`src/umi_pkg.sv`:
```
//############################
// Shared UMI definitions for the memory subsystem
// Widths, command layout, opcodes, endpoint states and helpers
// Import with a wildcard in the module header
//############################
`default_nettype none

package umi_pkg;

   parameter int umi_cw = 32;           // Command word
   parameter int umi_aw = 32;           // Dst and src address
   parameter int umi_dw = 64;           // One data word per packet

   // Command opcodes, bits 7 to 0 of the command word
   typedef enum logic [7:0] {
      UMI_REQ_READ  = 8'h02,
      UMI_REQ_WRITE = 8'h04,
      UMI_RESP_READ = 8'h08
   } umi_opcode_e;

   // Endpoint transaction states
   typedef enum logic [1:0] {
      ST_IDLE,                          // Waiting for a request
      ST_ACCESS,                        // Local bus access in flight
      ST_RESP                           // Read response held for the host
   } umi_ep_state_e;

   //############################
   // Command field helpers
   //############################
   function automatic logic [7:0] cmd_opcode(input logic [umi_cw-1:0] cmd);
      return cmd[7:0];
   endfunction

   function automatic logic [3:0] cmd_size(input logic [umi_cw-1:0] cmd);
      return cmd[11:8];                 // log2 of byte count
   endfunction

   function automatic logic [19:0] cmd_options(input logic [umi_cw-1:0] cmd);
      return cmd[31:12];
   endfunction

   function automatic logic [umi_cw-1:0] cmd_pack(input logic [7:0]  opcode,
                                                  input logic [3:0]  size,
                                                  input logic [19:0] options);
      return {options, size, opcode};
   endfunction

   //############################
   // Byte lane helpers
   //############################
   // Offset with the low size bits cleared
   function automatic logic [2:0] size_offset(input logic [3:0] size,
                                              input logic [2:0] offset);
      case (size)
         4'd0:    return offset;
         4'd1:    return {offset[2:1], 1'b0};
         4'd2:    return {offset[2], 2'b00};
         default: return 3'd0;          // Full word
      endcase
   endfunction

   function automatic logic [7:0] size_strobe(input logic [3:0] size,
                                              input logic [2:0] offset);
      logic [7:0] base;
      case (size)
         4'd0:    base = 8'h01;
         4'd1:    base = 8'h03;
         4'd2:    base = 8'h0f;
         default: base = 8'hff;
      endcase
      return base << size_offset(size, offset);
   endfunction

endpackage

`default_nettype wire

```
`src/umi_loc_if.sv`:
```
//############################
// Local memory bus between the endpoint and the memory
// Endpoint holds req and fields until req and ready meet
//############################
`timescale 1ns/1ps
`default_nettype none

interface umi_loc_if import umi_pkg::*; ();

   logic                  req;          // Access request
   logic                  write;        // 1 write, 0 read
   logic [umi_aw-1:0]     addr;         // Word address
   logic [umi_dw/8-1:0]   wstrb;        // Byte lanes to write
   logic [umi_dw-1:0]     wdata;        // Lane aligned write data
   logic [umi_dw-1:0]     rdata;        // Addressed word
   logic                  ready;        // Access completes this cycle

   // Endpoint side
   modport ep (
      output req, write, addr, wstrb, wdata,
      input  rdata, ready
   );

   // Memory side
   modport mem (
      input  req, write, addr, wstrb, wdata,
      output rdata, ready
   );

endinterface

`default_nettype wire

```
`src/umi_endpoint.sv`:
```
//############################
// UMI device endpoint, one transaction at a time
// Accepts read and write requests, runs them on the local bus
// Reads return a registered response, writes are posted
//############################
`timescale 1ns/1ps
`default_nettype none

module umi_endpoint import umi_pkg::*;
  (
   input  logic              clk,
   input  logic              nreset,
   // Device request
   input  logic              req_valid,
   input  logic [umi_cw-1:0] req_cmd,
   input  logic [umi_aw-1:0] req_dstaddr,
   input  logic [umi_aw-1:0] req_srcaddr,
   input  logic [umi_dw-1:0] req_data,
   output logic              req_ready,
   // Device response
   output logic              resp_valid,
   output logic [umi_cw-1:0] resp_cmd,
   output logic [umi_aw-1:0] resp_dstaddr,
   output logic [umi_aw-1:0] resp_srcaddr,
   output logic [umi_dw-1:0] resp_data,
   input  logic              resp_ready,
   // Local memory bus
   umi_loc_if.ep             loc
   );

   umi_ep_state_e     state;
   umi_opcode_e       req_op;           // Decoded request opcode
   logic              req_xfer;         // Packet taken this cycle
   logic              req_known;        // Read or write, else dropped
   logic              loc_done;         // Local access completes
   logic [3:0]        req_size;
   logic [2:0]        req_off;          // Aligned byte offset
   logic [3:0]        size_q;           // Held for the read data path
   logic [2:0]        off_q;
   logic [7:0]        rd_strobe;        // Low lanes kept on a read
   logic [umi_dw-1:0] rd_mask;
   logic [umi_dw-1:0] rd_shift;

   //############################
   // Handshakes and decode
   //############################
   assign req_ready    = (state == ST_IDLE);
   assign resp_valid   = (state == ST_RESP);
   assign resp_srcaddr = '0;            // Responses carry no source
   assign req_xfer     = req_valid & req_ready;
   assign loc_done     = loc.req & loc.ready;

   assign req_op    = umi_opcode_e'(cmd_opcode(req_cmd));
   assign req_known = (req_op == UMI_REQ_READ) || (req_op == UMI_REQ_WRITE);
   assign req_size  = cmd_size(req_cmd);
   assign req_off   = size_offset(req_size, req_dstaddr[2:0]);

   //############################
   // Transaction FSM
   //############################
   always_ff @(posedge clk or negedge nreset)
   begin
      if (!nreset)
      begin
         state   <= ST_IDLE;
         loc.req <= 1'b0;
      end
      else
      begin
         case (state)
            ST_IDLE:
               if (req_xfer && req_known)
                  state <= ST_ACCESS;   // Undefined opcodes stay here
            ST_ACCESS:
               if (!loc.req)
                  loc.req <= 1'b1;      // Issue one cycle after capture
               else if (loc_done)
               begin
                  loc.req <= 1'b0;
                  state   <= loc.write ? ST_IDLE : ST_RESP;
               end
            ST_RESP:
               if (resp_ready)
                  state <= ST_IDLE;     // Response taken by the host
            default:
               state <= ST_IDLE;
         endcase
      end
   end

   //############################
   // Request capture and read data
   //############################
   always_ff @(posedge clk)
   begin
      if (req_xfer)
      begin
         loc.write <= (req_op == UMI_REQ_WRITE);
         loc.addr  <= {3'b000, req_dstaddr[umi_aw-1:3]};   // Word address
         loc.wstrb <= size_strobe(req_size, req_dstaddr[2:0]);
         loc.wdata <= req_data << {req_off, 3'b000};       // Onto target lanes
         size_q    <= req_size;
         off_q     <= req_off;
      end
      // Response header only changes while no response is pending
      if (req_xfer && (req_op == UMI_REQ_READ))
      begin
         resp_cmd     <= cmd_pack(UMI_RESP_READ, req_size, cmd_options(req_cmd));
         resp_dstaddr <= req_srcaddr;   // Reply goes back to the sender
      end
      if (loc_done && !loc.write)
         resp_data <= rd_shift & rd_mask;
   end

   // Selected bytes down to lane 0, upper lanes zero
   assign rd_shift  = loc.rdata >> {off_q, 3'b000};
   assign rd_strobe = size_strobe(size_q, 3'd0);

   always_comb
   begin
      for (int i = 0; i < umi_dw/8; i++)
         rd_mask[8*i +: 8] = {8{rd_strobe[i]}};
   end

endmodule

`default_nettype wire

```
`src/umi_loc_mem.sv`:
```
//############################
// Byte strobed word memory behind the local bus
// WAIT sets the access latency, DEPTH the word count
//############################
`timescale 1ns/1ps
`default_nettype none

module umi_loc_mem import umi_pkg::*;
  #(parameter int WAIT  = 2,            // Wait states per access
    parameter int DEPTH = 64)           // Words, power of two
  (
   input  logic    clk,
   input  logic    nreset,
   umi_loc_if.mem  loc
   );

   localparam int IDX_W = $clog2(DEPTH);
   localparam int LANES = umi_dw/8;

   logic [umi_dw-1:0] mem [DEPTH];      // Storage, not reset
   logic [IDX_W-1:0]  idx;              // Word index
   logic              done;             // Wait states elapsed
   logic              wr_en;

   //############################
   // Access timing
   //############################
   umi_wait_timer #(
      .WAIT (WAIT)
   ) u_wait_timer (
      .clk    (clk),
      .nreset (nreset),
      .access (loc.req),
      .done   (done)
   );

   assign loc.ready = done;

   //############################
   // Storage
   //############################
   // Upper address bits wrap
   assign idx   = loc.addr[IDX_W-1:0];
   assign wr_en = loc.req & done & loc.write;   // Completing edge only

   // Byte lanes under strobe, others keep their contents
   always_ff @(posedge clk)
   begin
      if (wr_en)
      begin
         for (int b = 0; b < LANES; b++)
         begin
            if (loc.wstrb[b])
               mem[idx][8*b +: 8] <= loc.wdata[8*b +: 8];
         end
      end
   end

   // Read word valid while ready is high
   assign loc.rdata = done ? mem[idx] : '0;

endmodule

`default_nettype wire

```
`src/umi_mem_subsys.sv`:
```
//############################
// Memory subsystem top level
// UMI device request and response ports as plain ports
// Endpoint and wait state memory joined by the local bus
//############################
`timescale 1ns/1ps
`default_nettype none

module umi_mem_subsys import umi_pkg::*;
  #(parameter int WAIT  = 2,            // Memory wait states
    parameter int DEPTH = 64)           // Memory words
  (
   input  logic              clk,
   input  logic              nreset,
   // Request from host
   input  logic              req_valid,
   input  logic [umi_cw-1:0] req_cmd,
   input  logic [umi_aw-1:0] req_dstaddr,
   input  logic [umi_aw-1:0] req_srcaddr,
   input  logic [umi_dw-1:0] req_data,
   output logic              req_ready,
   // Response to host
   output logic              resp_valid,
   output logic [umi_cw-1:0] resp_cmd,
   output logic [umi_aw-1:0] resp_dstaddr,
   output logic [umi_aw-1:0] resp_srcaddr,
   output logic [umi_dw-1:0] resp_data,
   input  logic              resp_ready
   );

   umi_loc_if u_loc_if ();              // Local memory bus

   umi_endpoint u_umi_endpoint (
      .clk          (clk),
      .nreset       (nreset),
      .req_valid    (req_valid),
      .req_cmd      (req_cmd),
      .req_dstaddr  (req_dstaddr),
      .req_srcaddr  (req_srcaddr),
      .req_data     (req_data),
      .req_ready    (req_ready),
      .resp_valid   (resp_valid),
      .resp_cmd     (resp_cmd),
      .resp_dstaddr (resp_dstaddr),
      .resp_srcaddr (resp_srcaddr),
      .resp_data    (resp_data),
      .resp_ready   (resp_ready),
      .loc          (u_loc_if.ep)
   );

   umi_loc_mem #(
      .WAIT  (WAIT),
      .DEPTH (DEPTH)
   ) u_umi_loc_mem (
      .clk    (clk),
      .nreset (nreset),
      .loc    (u_loc_if.mem)
   );

endmodule

`default_nettype wire

```
`src/umi_wait_timer.sv`:
```
//############################
// Wait state timer for the local memory
// Done rises WAIT cycles into an access and stays until it completes
//############################
`timescale 1ns/1ps
`default_nettype none

module umi_wait_timer
  #(parameter int WAIT = 2)             // 0 to 15
  (
   input  logic clk,
   input  logic nreset,
   input  logic access,                 // Held high through the access
   output logic done                    // Access may complete
   );

   localparam logic [3:0] WAIT_LD = 4'(WAIT);

   logic [3:0] cnt;                     // Wait states still to go

   //############################
   // Down counter
   //############################
   // Sits at WAIT while idle, so the first access cycle counts
   always_ff @(posedge clk or negedge nreset)
   begin
      if (!nreset)
         cnt <= WAIT_LD;
      else if (access && done)
         cnt <= WAIT_LD;                // Reload for the next access
      else if (access)
         cnt <= cnt - 4'd1;             // Nonzero here, done is low
   end

   // Zero wait states give done in the first cycle
   assign done = access && (cnt == 4'd0);

endmodule

`default_nettype wire
```
`config.mk`:
```
export PLATFORM = sky130hd
export DESIGN_NAME = umi_mem_subsys
export DESIGN_NICKNAME = d
export VERILOG_FILES = /design/src/umi_pkg.sv /design/src/umi_loc_if.sv /design/src/umi_endpoint.sv /design/src/umi_loc_mem.sv /design/src/umi_mem_subsys.sv /design/src/umi_wait_timer.sv
export SDC_FILE = /design/constraint.sdc
export NUM_CORES = 2
export LEC_CHECK = 0
export ABC_AREA = 1
export BUFFER_PORTS_ARGS = -buffer_cell sky130_fd_sc_hd__buf_2
export CAP_MARGIN = 40
export CELL_PAD_IN_SITES_DETAIL_PLACEMENT = 1
export CELL_PAD_IN_SITES_GLOBAL_PLACEMENT = 1
export CORE_MARGIN = 2
export CORE_UTILIZATION = 35
export DETAILED_ROUTE_END_ITERATION = 6
export HOLD_SLACK_MARGIN = 0.05
export MAX_ROUTING_LAYER = met4
export PLACE_DENSITY_LB_ADDON = 0.1
export SLEW_MARGIN = 20
export SYNTH_ARGS = -nofsm -noshare
export SYNTH_HDL_FRONTEND = slang
export SYNTH_SLANG_ARGS = --single-unit
```
`constraint.sdc`:
```
create_clock -name clk -period 6.6 [get_ports clk]
set_input_delay 1.32 -clock clk [delete_from_list [all_inputs] [get_ports clk]]
set_output_delay 1.32 -clock clk [all_outputs]
set_load 0.005 [all_outputs]
```
# After elaboration in Yosys (flattened, before gate mapping)
# Memories as Yosys holds them, arrays and structs flattened. A register that Yosys moved wholly into a read port is not among the register bits.
# Index checks and enable logic that the tools add are counted.
[totals]
input_bits = 164
ramBits = 4096
output_inout_bits = 162
mem_count = 1
regBits = 213
mem_bits_ro = 0
elab_cells = 87
latch_bits = 0
[op_classes]
order_cmp = 0
n_addsub = 1
reduce_logical = 13
n_mul = 0
div = 0
n_mux = 41
n_eq_ne = 12
bitwise = 4
shift = 3
[memory_table]
columns = ["memory", "depth", "width", "rd", "rd_ports_with_merged_regs", "wr", "line_no", "source"]
rows = [
  ["u_umi_loc_mem.mem", 64, 64, 1, 1, 1, "umi_loc_mem.sv:20", "logic [umi_dw-1:0] mem [DEPTH];"],
]
[op_table]
columns = ["operator", "count"]
rows = [
  ["$and 64x64->64", 1],
  ["$mux 64", 1],
  ["$shl 64x6->64", 1],
  ["$shr 64x6->64", 1],
  ["$pmux 8 s3", 2],
  ["$mux 1", 26],
  ["$logic_not 4->1", 3],
  ["$mux 2", 5],
  ["$pmux 3 s3", 1],
  ["$eq 4x1->1 const B", 2],
  ["$eq 4x2->1 const B", 2],
  ["$eq 8x2->1 const B", 1],
  ["$eq 8x3->1 const B", 1],
  ["$mux 4", 2],
  ["$mux 8", 1],
  ["$shl 8x3->8", 1],
  ["$mux 6", 1],
  ["$ne 2x1->1 const B", 3],
  ["$pmux 2 s3", 1],
  ["$logic_and 1x1->1", 5],
  ["$reduce_and 4->1", 1],
  ["$sub 4x1->4 const B", 1],
  ["$and 1x1->1", 3],
  ["$mux 3", 1],
  ["other kinds (7)", 7],
]

# Depth between registers and ports, before layout
[logic_depth]
depth_word = 6
mapped_depth = 17
mapped_depth_nobuf = 13

# Hierarchy
# From an unflattened synthesis, not the netlist that was laid out.
[hier_totals]
cells_unflattened = 18527
area_unflattened_um2 = 185150.1
[by_module_without_submodules]
columns = ["mod", "seq_area_each_um2", "instances", "area_each_um2", "cells_each"]
rows = [
  ["umi_loc_mem", 122998.0, 1, 173493.9, 17307],
  ["umi_endpoint", 6951.7, 1, 11436.0, 1195],
  ["umi_wait_timer", 101.3, 1, 220.2, 25],
]

# Least setup slack after synthesis
# No wires, ideal clock.
[synth_timing]
path_kind = "input port to flip-flop"
start = "in req_cmd[4]"
end = "reg u_umi_endpoint.resp_cmd[10], enable pin"
t_required_ns = 5.988
cell_stages = 3
path_buffers = 0
arrival_ns = 6.952
setup_slack_ns = -0.964
setup_ns = 0.612
cell_sequence = "nor3_1 > nand2_1 > nor4_1"
[synth_via]
elab_chain_len = 2
[synth_lines]
columns = ["element", "line_no", "source"]
rows = [
  ["start: declaration", "umi_mem_subsys.sv:17", "input logic [umi_cw-1:0] req_cmd,"],
  ["$eq 8x2->1", "umi_endpoint.sv:106", "if (req_xfer && (req_op == UMI_REQ_READ))"],
  ["$logic_and 1x1->1", "umi_endpoint.sv:106", ""],
  ["end signal: assignment", "umi_endpoint.sv:108", "resp_cmd <= cmd_pack(UMI_RESP_READ, req_size, cmd_options(req_cmd));"],
  ["end: declaration", "umi_endpoint.sv:22", "output logic [umi_cw-1:0] resp_cmd,"],
]
# No other way between the ends.
# A chain may end at the register's enable or synchronous reset.

==> metrics <==
Most used DFF post-synth edfxtp_1; TritonCTS clock tree yes; final-report setup violation count 0; Pleak 0.0709 uW; top cells by count, synth nand2_1 (4,401), edfxtp_1 (4,302), nand3_1 (3,849), nor2_1 (771), buf_2 (516); DRT iter0 DRCs 11,100; clk_skew 0.0864 ns; die footprint 510,000 sq um; Root Driver clkbuf_16; vias in the first global route 118,000; synth warn 0; CTS max path bufs 4; TritonRoute pass-1 iters 5; port buffer count 262; crit share post-route 72.5%; critical path launch point type flip-flop; P&R area growth vs syn 14.9%; largest net degree at the start of global routing 167; total gr overflow 0; Avg Cell Area, Syn 11.9 sq um; Max stage delay on crit path 0.84 ns; routed vias/inst 5.33; crit path DAT 5.67 ns; Row Count 260; CTS Buf Count 480; flops & latches, synth 4,315; fin nets 15,500; Setup CP Type reg2reg; Period minus WS final 4.79 ns; worst-margin pin slew 1.26 ns; kind of end point of the critical path flip-flop; Crit path top cell by count nand3_1; share of layout cells above drive strength 1 10.6%; Synth cell types 34; hold slack 0.438 ns; sequential cell area 130,000 sq um; VDD IR max 0.369 mV; slew margin rel. 16.3%; Avg WL per Cell 28.8 microns; f_max 209 MHz; core region area 502,000 sq um; count of pins over their slew limit 0; antenna violations before repair 81; cells after synthesis 14,900; Design Power 82,600 uW; Worst path slowest cell dfxtp_4; MaxCap Viol Count 0; DRT Wirelength 645 mm; PostCTS Resize Cnt 0; Die Width 714 microns; Starting Density 35.2%; Post-CTS Hold Fix Bufs 1; Power Density 407 nW/um^2; Filler cells 53,100; largest fanout on the critical path 139; Fin Setup TNS 0 ns; first-pass GRT wire length 903 mm; post-synth top area share 73.1%; Setup Buffers After CTS 0; gr usage total 25.3%; Async S/R FF share, synth 0.162%; GP Congestion 0.847; Post-synth EDFFs 4,302; drt drc 0; num ports 326; CTS HTree Levels 5; Die Span Y 714 microns; Hold Fails Final Rpt 0; number of vias in the routed layout 120,000; Seq/Total Area, Yosys 73.3%; most frequent cell after synthesis nand2_1; critical path data required time 7.49 ns; Routed Antenna Nets 0; Mapped Area 177,000 sq um; synth top area cells edfxtp_1 (73%), nand3_1 (11%), nand2_1 (9.4%); HP Class in2reg; area leader, netlist edfxtp_1; worst-path cell chain buf_12 > buf_4 > nand2_1 > nand3_1 > nand3_1 > nand3_1 > nand3_1 > nand3_1 > nand3_1 > nand2_1 > nand3_1 > nand3_1 > nand2_1 > nor2_1; outcome finished clean; Reg clk slew, reported paths 0.06 ns; RSZ-0062 raised after global routing no; area of the multi-input gates 41,700 sq um; worst skew pair latency 1.08 ns; Final HPWL DP 399 mm; clock sinks 4,315
## final timing paths
check | startpoint | to | slack (ns) | cells after the start
max | flip-flop | u_umi_endpoint.resp_data[22] | 1.81 | 14
min | req_srcaddr[28] | u_umi_endpoint.resp_dstaddr[28] | 0.44 | 1
max reg2reg | flip-flop | u_umi_endpoint.resp_data[22] | 1.81 | 14
min reg2reg | u_umi_loc_mem.u_wait_timer.cnt[1] | u_umi_loc_mem.u_wait_timer.cnt[1] | 0.49 | 2
max in group asynchronous | nreset | u_umi_loc_mem.u_wait_timer.cnt[1] | 5.66 | 2
min in group asynchronous | nreset | u_umi_loc_mem.u_wait_timer.cnt[2] | 0.67 | 2
## cell usage in the layout, fill, tap and decap left out, types with 47 or more instances in the layout
cell type / count
nand2_1: 4328
buf_4: 543
clkinv_2: 78
a21oi_1: 47
nand2_2: 66
o21ai_0: 231
o22ai_1: 72
nand3_1: 3849
nor2_1: 761
buf_2: 264
clkbuf_1: 122
diode_2: 52
clkinv_1: 148
buf_12: 85
edfxtp_1: 4302
clkbuf_16: 485
## per-layer routing
layer	part of all wire, %	routed length (microns)	global-route usage [%]
met5	0	0	-
met4	4.0	25700	9.44
met3	4.9	31900	2.88
met2	48	313000	41.0
met1	43	275000	33.0
## power breakdown
part           total, uW  internal (uW)  switching [uW]
combinational      24600           5910           18600
clock              26000          14600           11400
sequential         32000          31700             323
## cell families (layout without fill, tap and decap cells)
group           count (synthesis)  after routing  share of synthesized area [%]
compound gates                373            373                           1.13
fa+ha+maj                       2              2                         0.0142
other cells                     2             92                        0.00425
simple gates                 9070           9070                           22.1
flops                        4315           4315                           73.3
buf+inv                      1107           1873                           3.33
mux                            26             26                          0.147
## registers in the layout, summed over array words and instances (netlist names), 2 cells and up, named ones only
signal and count:
u_umi_endpoint.loc.addr 6, u_umi_endpoint.loc.wdata 64, u_umi_endpoint.loc.wstrb 8, u_umi_endpoint.off_q 3, u_umi_endpoint.resp_cmd 24, u_umi_endpoint.resp_data 64, u_umi_endpoint.resp_dstaddr 32, u_umi_endpoint.size_q 4
u_umi_endpoint.state 2, u_umi_loc_mem.mem 4096, u_umi_loc_mem.u_wait_timer.cnt 4
## worst max-delay path, delay by kind of cell (launching register included)
family | cells | cell delay (ns)
and+or+nand+nor | 12 | 2.39
buffers and inverters | 2 | 1.08
DFF | 1 | 0.84
## metrics by stage
stage | instance area (sq um) | instances | setup slack (ns) | util [%]
finish | 203000 | 22400 | 1.81 | 40.4
global route | 203000 | 22400 | 1.64 | 40.4
CTS | 201000 | 22200 | 1.87 | 40.1
detailed placement | 186000 | 21300 | 1.89 | 37.1
global placement | 184000 | 21100 | 1.78 | 36.7
floorplan | 177000 | 14900 | 1.44 | -
## layout make-up
cell class	count	area share, %
Multi-Input combinational cell	9511	20.6
Clock buffer	607	6.21
Sequential cell	4315	63.8
Antenna cell	52	0.0641
Tap cell	6681	4.12
Timing Repair Buffer	928	3.94
Inverter	53	0.125
Clock inverter	285	1.17
(Power assumes the default switching activity.)
